**src/verilog/srcCpu_config.svh**
```systemverilog
`ifndef SRC_CPU_CONFIG_SVH
`define SRC_CPU_CONFIG_SVH

// sizes shared by the memory, datapath and register file

`define MEM_DEPTH   512 // words of unified memory
`define MEM_ADDR_W  9   // word address bits
`define WORD_W      32  // data word width

`define REG_COUNT   16  // general registers
`define REG_ADDR_W  4   // register index bits
`define LINK_REG    15  // jal return address lands here

`endif
```
**src/verilog/srcCpuPkg.sv**
```systemverilog
`default_nettype none

`include "srcCpu_config.svh"

package srcCpuPkg;

    // kept SRC opcodes, numbering matches the instruction set
    typedef enum logic [4:0] {
        opLd   = 5'd0,
        opLdi  = 5'd1,
        opSt   = 5'd2,
        opAdd  = 5'd3,
        opSub  = 5'd4,
        opAnd  = 5'd5,
        opOr   = 5'd6,
        opAddi = 5'd12,
        opAndi = 5'd13,
        opOri  = 5'd14,
        opBr   = 5'd19,
        opJr   = 5'd20,
        opJal  = 5'd21,
        opIn   = 5'd22,
        opOut  = 5'd23,
        opNop  = 5'd26,
        opHalt = 5'd27
    } opcodeT;

    typedef enum logic [2:0] {
        stStopped,   // host owns memory
        stFetch,     // read at pc
        stIrLoad,    // ir captures word
        stExecute,
        stLoadWrite, // ld data back to ra
        stHalted
    } cpuStateT;

    typedef enum logic [2:0] {aluAdd, aluSub, aluAnd, aluOr, aluPassB} aluOpT;

    typedef enum logic [1:0] {wbAlu, wbMemory, wbInPort, wbLink} wbSelT;

    typedef struct packed {
        logic  pcInc;      // pc <= pc + 1
        logic  pcBranch;   // pc <= pc + 1 + c2
        logic  pcJump;     // pc <= R[ra]
        logic  irLoad;
        logic  regWrite;
        wbSelT wbSel;
        aluOpT aluOp;
        logic  useImm;     // b operand is c2, port A reads ra
        logic  memRead;
        logic  memWrite;
        logic  addrFromPc; // fetch address
        logic  outStrobe;
    } ctrlT;

    typedef struct packed {
        opcodeT opcode;
        logic   condTrue; // branch test on R[ra]
    } decodeT;

    typedef struct packed {
        logic                   read;
        logic                   write;
        logic [`MEM_ADDR_W-1:0] addr;
        logic [`WORD_W-1:0]     wdata;
    } memReqT;

endpackage

`default_nettype wire

```
**src/verilog/controlUnit.sv**
```systemverilog
`timescale 1ns/1ps
`default_nettype none

module controlUnit import srcCpuPkg::*; (
    input  logic   clk,
    input  logic   arstN,
    input  logic   run,
    input  decodeT decode,
    output ctrlT   ctrl,
    output logic   pcClear,
    output logic   hostOwns,
    output logic   halted
);

    cpuStateT state, stateNext;

    assign hostOwns = !run;                            // memory goes to host
    assign pcClear  = !run || (state == stStopped);    // pc sits at 0 while parked
    assign halted   = (state == stHalted);

    always_ff @(posedge clk or negedge arstN) begin
        if (!arstN) begin
            state <= stStopped;
        end else begin
            state <= stateNext;
        end
    end

    always_comb begin
        stateNext = state;
        if (!run) begin
            stateNext = stStopped; // from any state
        end else begin
            case (state)
                stStopped:   stateNext = stFetch;
                stFetch:     stateNext = stIrLoad;
                stIrLoad:    stateNext = stExecute;
                stExecute: begin
                    if (decode.opcode == opLd) begin
                        stateNext = stLoadWrite; // one extra cycle
                    end else if (decode.opcode == opHalt) begin
                        stateNext = stHalted;
                    end else begin
                        stateNext = stFetch;
                    end
                end
                stLoadWrite: stateNext = stFetch;
                stHalted:    stateNext = stHalted; // wait for run low
                default:     stateNext = stStopped;
            endcase
        end
    end

    // control word per state
    always_comb begin
        ctrl        = '0;
        ctrl.useImm = 1'b1;     // port A on ra by default
        ctrl.aluOp  = aluPassB;
        ctrl.wbSel  = wbAlu;
        if (run) begin
            case (state)
                stFetch: begin
                    ctrl.memRead    = 1'b1;
                    ctrl.addrFromPc = 1'b1;
                end
                stIrLoad: ctrl.irLoad = 1'b1;
                stExecute: begin
                    case (decode.opcode)
                        opLd: begin
                            ctrl.aluOp   = aluAdd; // ea
                            ctrl.memRead = 1'b1;
                            ctrl.pcInc   = 1'b1;
                        end
                        opLdi: begin
                            ctrl.aluOp    = aluAdd;
                            ctrl.regWrite = 1'b1;
                            ctrl.pcInc    = 1'b1;
                        end
                        opSt: begin
                            ctrl.aluOp    = aluAdd;
                            ctrl.memWrite = 1'b1; // data from R[ra]
                            ctrl.pcInc    = 1'b1;
                        end
                        opAdd, opSub, opAnd, opOr: begin
                            ctrl.useImm   = 1'b0; // b from R[rc]
                            ctrl.aluOp    = (decode.opcode == opAdd) ? aluAdd :
                                            (decode.opcode == opSub) ? aluSub :
                                            (decode.opcode == opAnd) ? aluAnd : aluOr;
                            ctrl.regWrite = 1'b1;
                            ctrl.pcInc    = 1'b1;
                        end
                        opAddi, opAndi, opOri: begin
                            ctrl.aluOp    = (decode.opcode == opAddi) ? aluAdd :
                                            (decode.opcode == opAndi) ? aluAnd : aluOr;
                            ctrl.regWrite = 1'b1;
                            ctrl.pcInc    = 1'b1;
                        end
                        opBr: begin
                            ctrl.pcBranch = decode.condTrue;
                            ctrl.pcInc    = !decode.condTrue; // fall through
                        end
                        opJr: ctrl.pcJump = 1'b1;
                        opJal: begin
                            ctrl.pcJump   = 1'b1;
                            ctrl.regWrite = 1'b1;
                            ctrl.wbSel    = wbLink; // R15 <= pc + 1
                        end
                        opIn: begin
                            ctrl.regWrite = 1'b1;
                            ctrl.wbSel    = wbInPort;
                            ctrl.pcInc    = 1'b1;
                        end
                        opOut: begin
                            ctrl.outStrobe = 1'b1;
                            ctrl.pcInc     = 1'b1;
                        end
                        opHalt: ctrl.pcInc = 1'b0; // pc stays on halt
                        default: ctrl.pcInc = 1'b1; // nop and unknown codes
                    endcase
                end
                stLoadWrite: begin
                    ctrl.regWrite = 1'b1;
                    ctrl.wbSel    = wbMemory;
                end
                default: ctrl.pcInc = 1'b0; // stopped and halted do nothing
            endcase
        end
    end

endmodule

`default_nettype wire

```
**config.mk**
```make
export PLATFORM = sky130hd
export DESIGN_NAME = controlUnit
export DESIGN_NICKNAME = d
export VERILOG_FILES = /design/src/verilog/srcCpuPkg.sv /design/src/verilog/controlUnit.sv
export VERILOG_INCLUDE_DIRS = /design/src /design/src/verilog
export SDC_FILE = /design/constraint.sdc
export NUM_CORES = 1
export LEC_CHECK = 0
export ABC_AREA = 1
export ABC_CLOCK_PERIOD_IN_PS = 1300
export BUFFER_PORTS_ARGS = -buffer_cell sky130_fd_sc_hd__buf_2
export CAP_MARGIN = 10
export CORE_AREA = 5 5 42 44
export CTS_CLUSTER_DIAMETER = 60
export DETAILED_ROUTE_END_ITERATION = 7
export DIE_AREA = 0 0 47 49
export MAX_ROUTING_LAYER = met4
export PLACE_DENSITY = 0.73
export SYNTH_ARGS = -nofsm -noshare
export SYNTH_HDL_FRONTEND = slang
export SYNTH_SLANG_ARGS = --single-unit
```
**constraint.sdc**
```tcl
create_clock -name clk -period 1.3 [get_ports clk]
set_clock_uncertainty 0.1 [all_clocks]
set_input_delay 0.13 -clock clk [delete_from_list [all_inputs] [get_ports clk]]
set_output_delay 0.13 -clock clk [all_outputs]
set_load 0.005 [all_outputs]
```
# Word-level counts from Yosys, hierarchy flattened
# Cells that the tools add are included.
[classes]
n_reduce_logical = 12
n_eq_ne = 20
mux = 29
[op_table]
columns = ["cell", "n"]
rows = [
  ["5-bit == test, second input constant", 6],
  ["5-bit by 3-bit == test with 1-bit output, second input constant", 3],
  ["5-bit by 4-bit == test with 1-bit output, second input constant", 3],
  ["15-bit 2-to-1 mux", 1],
  ["3-bit case mux with 5 select lines", 1],
  ["1-bit 2-to-1 mux", 14],
  ["5-bit by 2-bit == test with 1-bit output, second input constant", 2],
  ["10-bit OR reduction", 1],
  ["3-bit 2-to-1 mux", 3],
  ["3-bit case mux with 3 select lines", 1],
  ["3-bit OR reduction", 3],
  ["2-bit 2-to-1 mux", 4],
  ["3-bit by 2-bit == test with 1-bit output, second input constant", 2],
  ["3-bit == test, second input constant", 2],
  ["3-bit case mux with 2 select lines", 1],
  ["5-bit by 1-bit == test with 1-bit output, second input constant", 1],
  ["5-bit zero test", 1],
  ["4-bit 2-to-1 mux", 1],
  ["1-bit case mux with 2 select lines", 2],
  ["2-bit case mux with 2 select lines", 1],
  ["2-bit OR reduction", 2],
  ["4-bit OR reduction", 1],
  ["3-bit by 1-bit == test with 1-bit output, second input constant", 1],
  ["3-bit zero test", 1],
  ["2 further kinds", 3],
]
[totals]
out_inout_bits = 18
inputBits = 9
ff_bits = 3
elab_cells = 62

# Longest topological paths before layout
# Gate-level depths: netlist of run 1.
[logic_depth]
ltp_word = 7
ltp_mapped = 8
ltp_nobuf = 8

# Worst setup path before layout of run 1
# OpenSTA, ideal clock, no wires.
[synth_path]
path_type = "reg-to-output"
startpoint = "reg state[2]"
endpoint = "out ctrl[5] (netlist name)"
arrival_time_ps = 971
path_slack_ps = 99
n_path_buf = 0
t_required_ps = 1070
path_stages_with_launch = 8
cell_sequence = "dfrtp_1 > inv_2 > nand3_2 > nor2_4 > nand3_1 > nand2_1 > nand2_1 > inv_1"
[synth_rtl]
columns = ["element", "line_no", "rtl"]
rows = [
  ["start: declaration", "controlUnit.sv:15", "cpuStateT state, stateNext;"],
  ["start signal: assignment", "controlUnit.sv:23", "state <= stStopped;"],
  ["start signal: assignment", "controlUnit.sv:25", "state <= stateNext;"],
  ["end: declaration", "controlUnit.sv:9", "output ctrlT ctrl,"],
]

==> results_dict.tcl, run 1 <==
set metrics [dict create \
    fillers 148 \
    critical_path_class "reg2out" \
    cts_root_buffer "clkbuf_4" \
    maxCapViolCount 0 \
    drt-total-wl_um 1609 \
    stdcell_area_um2 823.3 \
    worst_endpoint_data_arrival_time_ps 1320 \
    wire_per_inst_um 11.33 \
    placement_rows 14 \
    dr.pass1.iters 4 \
    placedInstanceArea_um2 663.1 \
    status "finished with violations" \
    cts-htree-levels 1 \
    holdCritStartpoint "run" \
    totalPowerFinal_mw 0.4573 \
    grt_max_degree 10 \
    cts.sink_count 3 \
    cts-buffers-inserted 3 \
    dp_cells 132 \
    place.gp.congestion 0.8577 \
    tritoncts "done" \
    buffer_ports.inserted 26 \
    post-synth-top-area-fraction 0.1579 \
    power.share.sequential 0.240 \
    yosys_warns 0 \
    grt.overflow.total 0 \
    leakage_nw 0.4418 \
    postSynthCellCount 85 \
    syn-num-nets 94 \
    hold_end "state[0]" \
    crit_path_max_fanout 3 \
    dr.first_iter.drc_count 7 \
    synth.distinct_cells 20 \
    timing.final.crit_period_ps 1552 \
    place_hpwl_um 1203 \
    share_of_synthesized_area_occupied_by_flip_flops_and_latches 0.1579 \
    pwr-share-comb 0.408 \
    yosys_register_bits 3 \
    switchingPower_mw 0.1614 \
    max_buffers_root_to_sink 2 \
    initial_utilization 0.3393 \
    synth_largest_area_cell "dfrtp_1" \
    cts.clk_slew.worst_paths_ps 30 \
    min-delay-path-class "in2reg" \
    grt_first_pass_wirelength_um 2649 \
    critical_path.reg2reg.startpoint "state[0]" \
    internal-power_mw 0.2959 \
    num-nets-final 136 \
    vias_in_the_first_global_route 678 \
    grt_antenna_before_repair 0 \
    worst_setup_path_end_kind "output port" \
    mapped_cell_area_um2 475.5 \
    power_density_mw_per_mm2 555.5 \
    setup_viol_count_final 17 \
    top_regs "state: 3 flops" \
    floorplan.die_area_mm2 0.002303 \
    crit_required_ps 1070 \
    swShare 0.3530 \
    design.portCount 27 \
    regMostFlops "state" \
    fp.dieH_um 49 \
    multi_input_area_um2 414.1 \
    ir_worst_vdd_mv 0.3751 \
    die_w_um 47 \
    area_delta_synth_final_pct 73.16 \
    worst-r2r-setup-slack_ps 120 \
    ant_nets 0 \
    synth_top_cells_by_area "dfrtp_1 16%, nand2_1 14%, nor2_1 12%" \
    grt_setup_unrepaired "true" \
    failed_checks "setup timing" \
    worst_slew_pin_slew_ps 203.2 \
    track_usage 0.1494 \
    final.setup.worst_slack_ps -252.4 \
    vias_per_cell 4.915 \
    worstSkewPairLatency_ps 230 \
    finalCritPeriodShare 1.194 \
    core_mm2 0.001401 \
    timing_hold_violations_final 0 \
    synthesis.area_per_instance_um2 5.594 \
    crit-reg2reg-capture "state[0]" \
    largest_register_ffs 3 \
    final_layout_size_suffix_gt1_frac 0.5397 \
    timing_max_transition_violations_final 0 \
    finish.cell_count_without_fillers 142 \
    pwr-share-clk 0.352 \
    hold_path_depth 3 \
    rr_worst_depth 4 \
    startpoint_type "flop" \
    timing.max_slew.rel_slack 0.8642 \
    layout.area.seq_um2 77.57 \
    num_vias 698 \
    ant_diodes 0 \
    clock.fmax_mhz 644.2 \
    remaining_drc_errors 0 \
]
==> stage by stage <==
| step | hold slack [ps] | TNS, ps | worst slack, ps | util |
|---|---|---|---|---|
| final | 103.0 | -2872 | -252.4 | 0.5875 |
| after global routing | 132.1 | -4138 | -325.6 | 0.5875 |
| after CTS | 72.16 | -3009 | -274.1 | 0.5509 |
| after detailed placement | -173.2 | -161.3 | -67.77 | 0.4732 |
| after global placement | -172.8 | -33.86 | -30.90 | 0.4732 |
| after floorplan | -265.6 | 0 | 98.82 | - |
==> worst max-delay path, stage by stage, from the launching register on <==
cell,delay [ps]
dfrtp_2,420
buf_4,140
buf_6,110
buf_4,130
nand3_4,80
o22ai_2,70
buf_2,130
==> power groups by stage <==
stage | combinational [mW] | sequential (mW) | clock, mW
finish | 0.187 | 0.110 | 0.161
global placement | 0.137 | 0.108 | 0
detailed placement | 0.139 | 0.108 | 0
CTS | 0.162 | 0.108 | 0.168
global route | 0.209 | 0.111 | 0.176
floorplan | 0.0767 | 0.107 | 0
==> kinds of logic (layout without fill, tap and decap cells) <==
| group | count (synthesis) | count (layout) | share of synthesized area |
|---|---|---|---|
| buffers and inverters | 15 | 56 | 0.1184 |
| DFF | 3 | 3 | 0.1579 |
| and+or+nand+nor | 57 | 57 | 0.6052 |
| AOI/OAI and AO/OA | 10 | 10 | 0.1184 |
==> area by class of cell <==
cell class              instances  area share
multi-input cells              67      0.5030
repair buffers                 37      0.2751
flip-flops and latches          3     0.09422
inverters                      15     0.07143
clock buffers                   4     0.03191
well taps                      16     0.02432
==> metal layers <==
| metal | global-route usage | part of all wire | vias to the layer above |
|---|---|---|---|
| met1 | 0.1623 | 0.38 | 310 |
| met2 | 0.2579 | 0.52 | 28 |
| met5 | - | 0 | - |
| met3 | 0.04059 | 0.093 | 2 |
| met4 | 0.03687 | 0.0087 | 0 |
| li1 | - | - | 358 |
==> cells in the final DEF (no fill, tap or decap), drive strengths merged <==
master	instances
buf	36
nand2	21
nor2	19
inv	15
nand3	11
o21ai	4
clkbuf	4
a21oi	3
nor3	3
dfrtp	3
nand4	2
a31oi	1
a31o	1
o22ai	1
nor4	1
dlygate4sd3	1
==> worst max-delay path by stage <==
stage / start / endpoint / slack, ps / depth (start not counted)
6_report: state[0] / ctrl[3] / -250 / 6
5_1_grt: state[0] / ctrl[10] / -330 / 6
4_1_cts: state[2] / ctrl[5] / -270 / 8
3_5_place_dp: state[2] / ctrl[0] / -70 / 6
3_3_place_gp: state[2] / ctrl[0] / -30 / 6
2_1_floorplan: state[2] / ctrl[5] / 100 / 7
==> synthesized netlist by cell type <==
library cell   n
nand4_1        2
nor3_2         1
inv_1         10
a21oi_1        3
o22ai_1        1
nand2_2        3
inv_2          5
nor2_4         2
nor2_2         2
dfrtp_1        3
nand3_2        2
nand3_1        9
nand2_1       18
o21ai_1        1
nor2_1        15
a31oi_1        1
o21ai_0        3
nor4_2         1
nor3_1         2
a31o_2         1
==> what timing repair did <==
item	4_1_cts	5_1_grt
resized for setup	11	9
setup endpoints to repair	17	17
endpoints found under the hold margin	3	0
setup buffers	3	2
pin swaps	7	4
hold buffers	1	0
(Power assumes the default switching activity.)
==> inputs of run 2 (changes only) <==
- SETUP_SLACK_MARGIN: unset -> 0.15
==> run 2 against run 1 <==
Net effect:
- the run still ends with setup timing left
- die area unchanged
- maximum frequency down 0.73%
- sequential power about the same
- non-clock buffer count down 1
- flip-flop and latch count unchanged
- largest cell class unchanged
- highest routed layer is now met3
==> results_dict.tcl, run 2 (synthesis results as in run 1) <==
set metrics [dict create \
    power_density_mw_per_mm2 538.5 \
    setup.worst_path.start "state[2]" \
    maxCapViolCount 0 \
    grt_first_pass_wirelength_um 2428 \
    timing.max_slew.rel_slack 0.8394 \
    dp_cells 132 \
    timing_hold_violations_final 0 \
    initial_utilization 0.3393 \
    worstSkewPairLatency_ps 230 \
    final_cell_utilization_of_the_core 0.5830 \
    vias_in_the_first_global_route 619 \
    top_regs "state: 3 flops" \
    max_buffers_root_to_sink 2 \
    layout_common_cells "26 x buf_2, 16 x nand2_1, 13 x nor2_1, 9 x inv_1, 7 x buf_4" \
    finish.cell_count_without_fillers 141 \
    final_layout_size_suffix_gt1_frac 0.5520 \
    timing.final.crit_period_ps 1564 \
    worst-r2r-setup-slack_ps 120 \
    status "finished with violations" \
    startpoint_type "flop" \
    dr.first_iter.drc_count 19 \
    worst_endpoint_data_arrival_time_ps 1330 \
    ant_nets 0 \
    cts_root_buffer "clkbuf_4" \
    min-delay-path-class "in2reg" \
    grt_max_degree 10 \
    failed_checks "setup timing" \
    worst_slew_pin_slew_ps 240.5 \
    clock.fmax_mhz 639.5 \
    vias_per_cell 4.908 \
    crit_path_end "ctrl[0]" \
    cts-buffers-inserted 3 \
    grt.overflow.total 0 \
    grt_antenna_before_repair 0 \
    grt_setup_unrepaired "true" \
    placement_rows 14 \
    final.setup.worst_slack_ps -263.8 \
    wire_per_inst_um 11.21 \
    design.portCount 27 \
    fillers 142 \
    cts.clk_slew.worst_paths_ps 30 \
    ant_diodes 0 \
    track_usage 0.1416 \
    tritoncts "done" \
    num-nets-final 135 \
    setup_viol_count_final 17 \
    floorplan.die_area_mm2 0.002303 \
    regMostFlops "state" \
    cts.sink_count 3 \
    finalCritPeriodShare 1.203 \
    largest_register_ffs 3 \
    buffer_ports.inserted 26 \
    rr_worst_depth 7 \
    num_vias 692 \
    area_delta_synth_final_pct 71.84 \
    ir_worst_vdd_mv 0.2658 \
    critical_path_class "reg2out" \
    crit_path_max_fanout 7 \
    worst_setup_path_end_kind "output port" \
    drt-total-wl_um 1581 \
    place_hpwl_um 1261 \
    crit_required_ps 1070 \
    remaining_drc_errors 0 \
    final.hold.worst_slack_ps 83.48 \
    place.gp.congestion 0.9470 \
    fp.dieH_um 49 \
    timing_max_transition_violations_final 0 \
    layout_commonest_cell "buf_2" \
    cts-htree-levels 1 \
    die_w_um 47 \
    crit-reg2reg-capture "state[2]" \
    leakage_nw 0.4282 \
    critical_path.reg2reg.startpoint "state[2]" \
    dr.pass1.iters 4 \
    core_mm2 0.001401 \
]
==> run 2: metal layers <==
| layer | track usage | wire, um | vias to the layer above |
|---|---|---|---|
| met5 | - | 0 | - |
| met4 | 0.04147 | 0 | 0 |
| met3 | 0.02214 | 137 | 0 |
| met2 | 0.2466 | 830 | 26 |
| met1 | 0.1586 | 613 | 310 |
| li1 | - | - | 356 |
==> run 2: what timing repair did <==
| item | 4_1_cts | 5_1_grt |
|---|---|---|
| gates resized for setup | 10 | 10 |
| pin swaps | 1 | 5 |
| buffers inserted | 2 | 2 |
| hold buffers | 1 | 0 |
| endpoints found under the setup margin | 17 | 18 |
| endpoints found under the hold margin | 3 | 0 |
| gates cloned | 0 | 0 |
==> run 2: cell type report <==
type,count,area [um^2],share of cell area
Sequential cell,3,76.32,0.09341
Inverter,15,58.81,0.07198
Timing Repair Buffer,36,215.2,0.2634
Multi-Input combinational cell,67,420.4,0.5145
Tap cell,16,20.02,0.02450
Clock buffer,4,26.28,0.03216
==> run 2: critical path, stage by stage, from the launching register on <==
cell and delay (ps):
dfrtp_1 390, inv_2 80, nand3_4 70, nor2_4 180, inv_2 110, nor4_2 130, buf_2 150
==> run 2: stage by stage <==
stage | setup WS, ps | instance area (um^2) | power [mW] | setup TNS (ps)
global route | -329.9 | 817.0 | 0.4728 | -4057
floorplan | 98.82 | 484.2 | 0.1857 | 0
detailed placement | -31.70 | 671.9 | 0.2464 | -31.70
finish | -263.8 | 817.0 | 0.4399 | -2897
global placement | -24.56 | 671.9 | 0.2444 | -24.56
CTS | -229.3 | 760.7 | 0.4332 | -2379
==> run 2: power breakdown <==
group / internal, mW / switching, mW / leakage (nW)
logic: 0.0685 / 0.104 / 0.375
clock network: 0.115 / 0.0426 / 0.0150
registers: 0.100 / 0.0103 / 0.0381
==> run 2: worst min-delay path by stage <==
stage / from / endpoint / slack [ps] / depth (start not counted)
floorplan: arstN / state[0] / -270 / 0
global placement: arstN / state[1] / -170 / 1
detailed placement: arstN / state[0] / -170 / 1
CTS: run / state[0] / 80 / 3
global route: run / state[0] / 90 / 3
finish: run / state[0] / 80 / 3
==> inputs of run 3 (changes only) <==
- CTS_CLUSTER_SIZE: unset -> 24
- TNS_END_PERCENT: unset -> 20
==> run 3 against run 2 <==
Net effect:
- the run still ends with setup timing left
- flip-flop and latch count did not move
- clock-buffer cell count is the same
- combinational power hardly changed
- sequential power about the same
- cell area decreased by 3.2%
- clock power about the same
- maximum frequency is 1.1% lower
- register-to-register slack improved by 40 ps
- die area stayed put
- cell count is 0.71% lower
- utilization decreased by 1.9 points
==> results_dict.tcl, run 3 (synthesis results as in run 1) <==
set metrics [dict create \
    remaining_drc_errors 0 \
    vias_per_cell 4.893 \
    die_w_um 47 \
    grt_first_pass_wirelength_um 2532 \
    swShare 0.3612 \
    floorplan.die_area_mm2 0.002303 \
    ir_worst_vdd_mv 0.3163 \
    fillers 151 \
    internal-power_mw 0.2845 \
    setup_viol_count_final 16 \
    num_vias 685 \
    cts-htree-levels 1 \
    power.share.sequential 0.248 \
    num-nets-final 134 \
    place.gp.congestion 0.8522 \
    final_cell_utilization_of_the_core 0.5643 \
    crit_required_ps 1070 \
    cts-buffers-inserted 3 \
    clock.fmax_mhz 632.7 \
    dr.first_iter.drc_count 10 \
    cts.clk_slew.worst_paths_ps 40 \
    design.portCount 27 \
    grt_max_degree 10 \
    leakage_nw 0.4304 \
    track_usage 0.1497 \
    worst_slew_pin_slew_ps 240.1 \
    ant_nets 0 \
    grt.overflow.total 0 \
    finalCritPeriodShare 1.216 \
    regMostFlops "state" \
    worst-r2r-setup-slack_ps 160 \
    ant_diodes 0 \
    crit-reg2reg-capture "state[2]" \
    dr.pass1.iters 2 \
    timing.max_slew.rel_slack 0.8397 \
    critical_path.reg2reg.startpoint "state[2]" \
    buffer_ports.inserted 26 \
    pwr-share-clk 0.360 \
    min-delay-path-class "in2reg" \
    cts.sink_count 3 \
    final.setup.worst_slack_ps -280.6 \
    critical_path_class "reg2out" \
    place_hpwl_um 1187 \
    switchingPower_mw 0.1609 \
    worst_endpoint_data_arrival_time_ps 1350 \
    timing_max_transition_violations_final 0 \
    crit_path_max_fanout 7 \
    multi_input_area_um2 407.9 \
    status "finished with violations" \
    placement_rows 14 \
    top_regs "state: 3 flops" \
    layout.area.seq_um2 77.57 \
    rr_worst_depth 6 \
    hold_path_depth 3 \
    grt_setup_unrepaired "true" \
    holdCritStartpoint "run" \
    max_buffers_root_to_sink 2 \
    grt_antenna_before_repair 0 \
    maxCapViolCount 0 \
    worstSkewPairLatency_ps 230 \
    layout_common_cells "26 x buf_2, 16 x nand2_1, 15 x nor2_1, 8 x inv_1, 8 x buf_4" \
    final.hold.worst_slack_ps 82.72 \
    startpoint_type "flop" \
    pwr-share-comb 0.392 \
    failed_checks "setup timing" \
    fp.dieH_um 49 \
    hold_end "state[0]" \
    worst_setup_path_end_kind "output port" \
    vias_in_the_first_global_route 630 \
    drt-total-wl_um 1638 \
    timing.final.crit_period_ps 1581 \
    final_layout_size_suffix_gt1_frac 0.5242 \
    largest_register_ffs 3 \
    layout_commonest_cell "buf_2" \
    timing_hold_violations_final 0 \
    core_mm2 0.001401 \
    power_density_mw_per_mm2 563.2 \
    tritoncts "done" \
    cts_root_buffer "clkbuf_4" \
    area_delta_synth_final_pct 66.32 \
    setup_total_negative_slack_ps -2633 \
    initial_utilization 0.3393 \
    wire_per_inst_um 11.70 \
]
[run 3: power groups by stage]
stage | clock network (mW) | registers [mW] | logic (mW)
finish | 0.160 | 0.111 | 0.174
global route | 0.179 | 0.111 | 0.191
CTS | 0.167 | 0.108 | 0.155
floorplan | 0 | 0.107 | 0.0767
detailed placement | 0 | 0.108 | 0.138
global placement | 0 | 0.108 | 0.137
[run 3: layout make-up]
| cell class | instances | share of cell area |
|---|---|---|
| Timing Repair Buffer | 35 | 0.2532 |
| Multi-Input combinational cell | 67 | 0.5158 |
| Tap cell | 16 | 0.02532 |
| Clock buffer | 4 | 0.03323 |
| Sequential cell | 3 | 0.09810 |
| Inverter | 15 | 0.07437 |
[run 3: worst max path at each step]
stage                        start      end  slack [ps]  cells after the start
after floorplan           state[2]  ctrl[5]         100                      7
after global placement    state[2]  ctrl[0]         -30                      6
after detailed placement  state[2]  ctrl[0]         -80                      6
after CTS                 state[2]  ctrl[0]        -280                      6
after global routing      state[2]  ctrl[0]        -360                      6
final                     state[2]  ctrl[0]        -280                      6
[run 3: through the flow]
stage	instance area (um^2)	power [mW]	cells	worst slack (ps)
after CTS	752.0	0.4298	139	-279.5
after global routing	790.8	0.4817	140	-356.3
final	790.8	0.4453	140	-280.6
after floorplan	475.5	0.1835	85	98.82
after detailed placement	663.1	0.2458	132	-75.52
after global placement	663.1	0.2446	132	-30.51
[run 3: critical path: stages (launching register included)]
cell	delay [ps]
dfrtp_1	380
inv_2	90
nand3_4	80
nor2_4	180
inv_4	80
nor4_4	150
buf_2	160
[run 3: layer usage]
metal / global-route usage / vias up / part of all wire
li1: - / 354 / -
met3: 0.04428 / 2 / 0.081
met1: 0.1656 / 306 / 0.40
met2: 0.2534 / 23 / 0.51
met4: 0.03687 / 0 / 0.0043
met5: - / - / 0
[run 3: timing repair]
item,in CTS,in global routing
endpoints found under the hold margin,3,0
hold buffers,1,0
gates resized for setup,9,9
buffers inserted,2,1
endpoints found under the setup margin,17,20
pin swaps,6,4
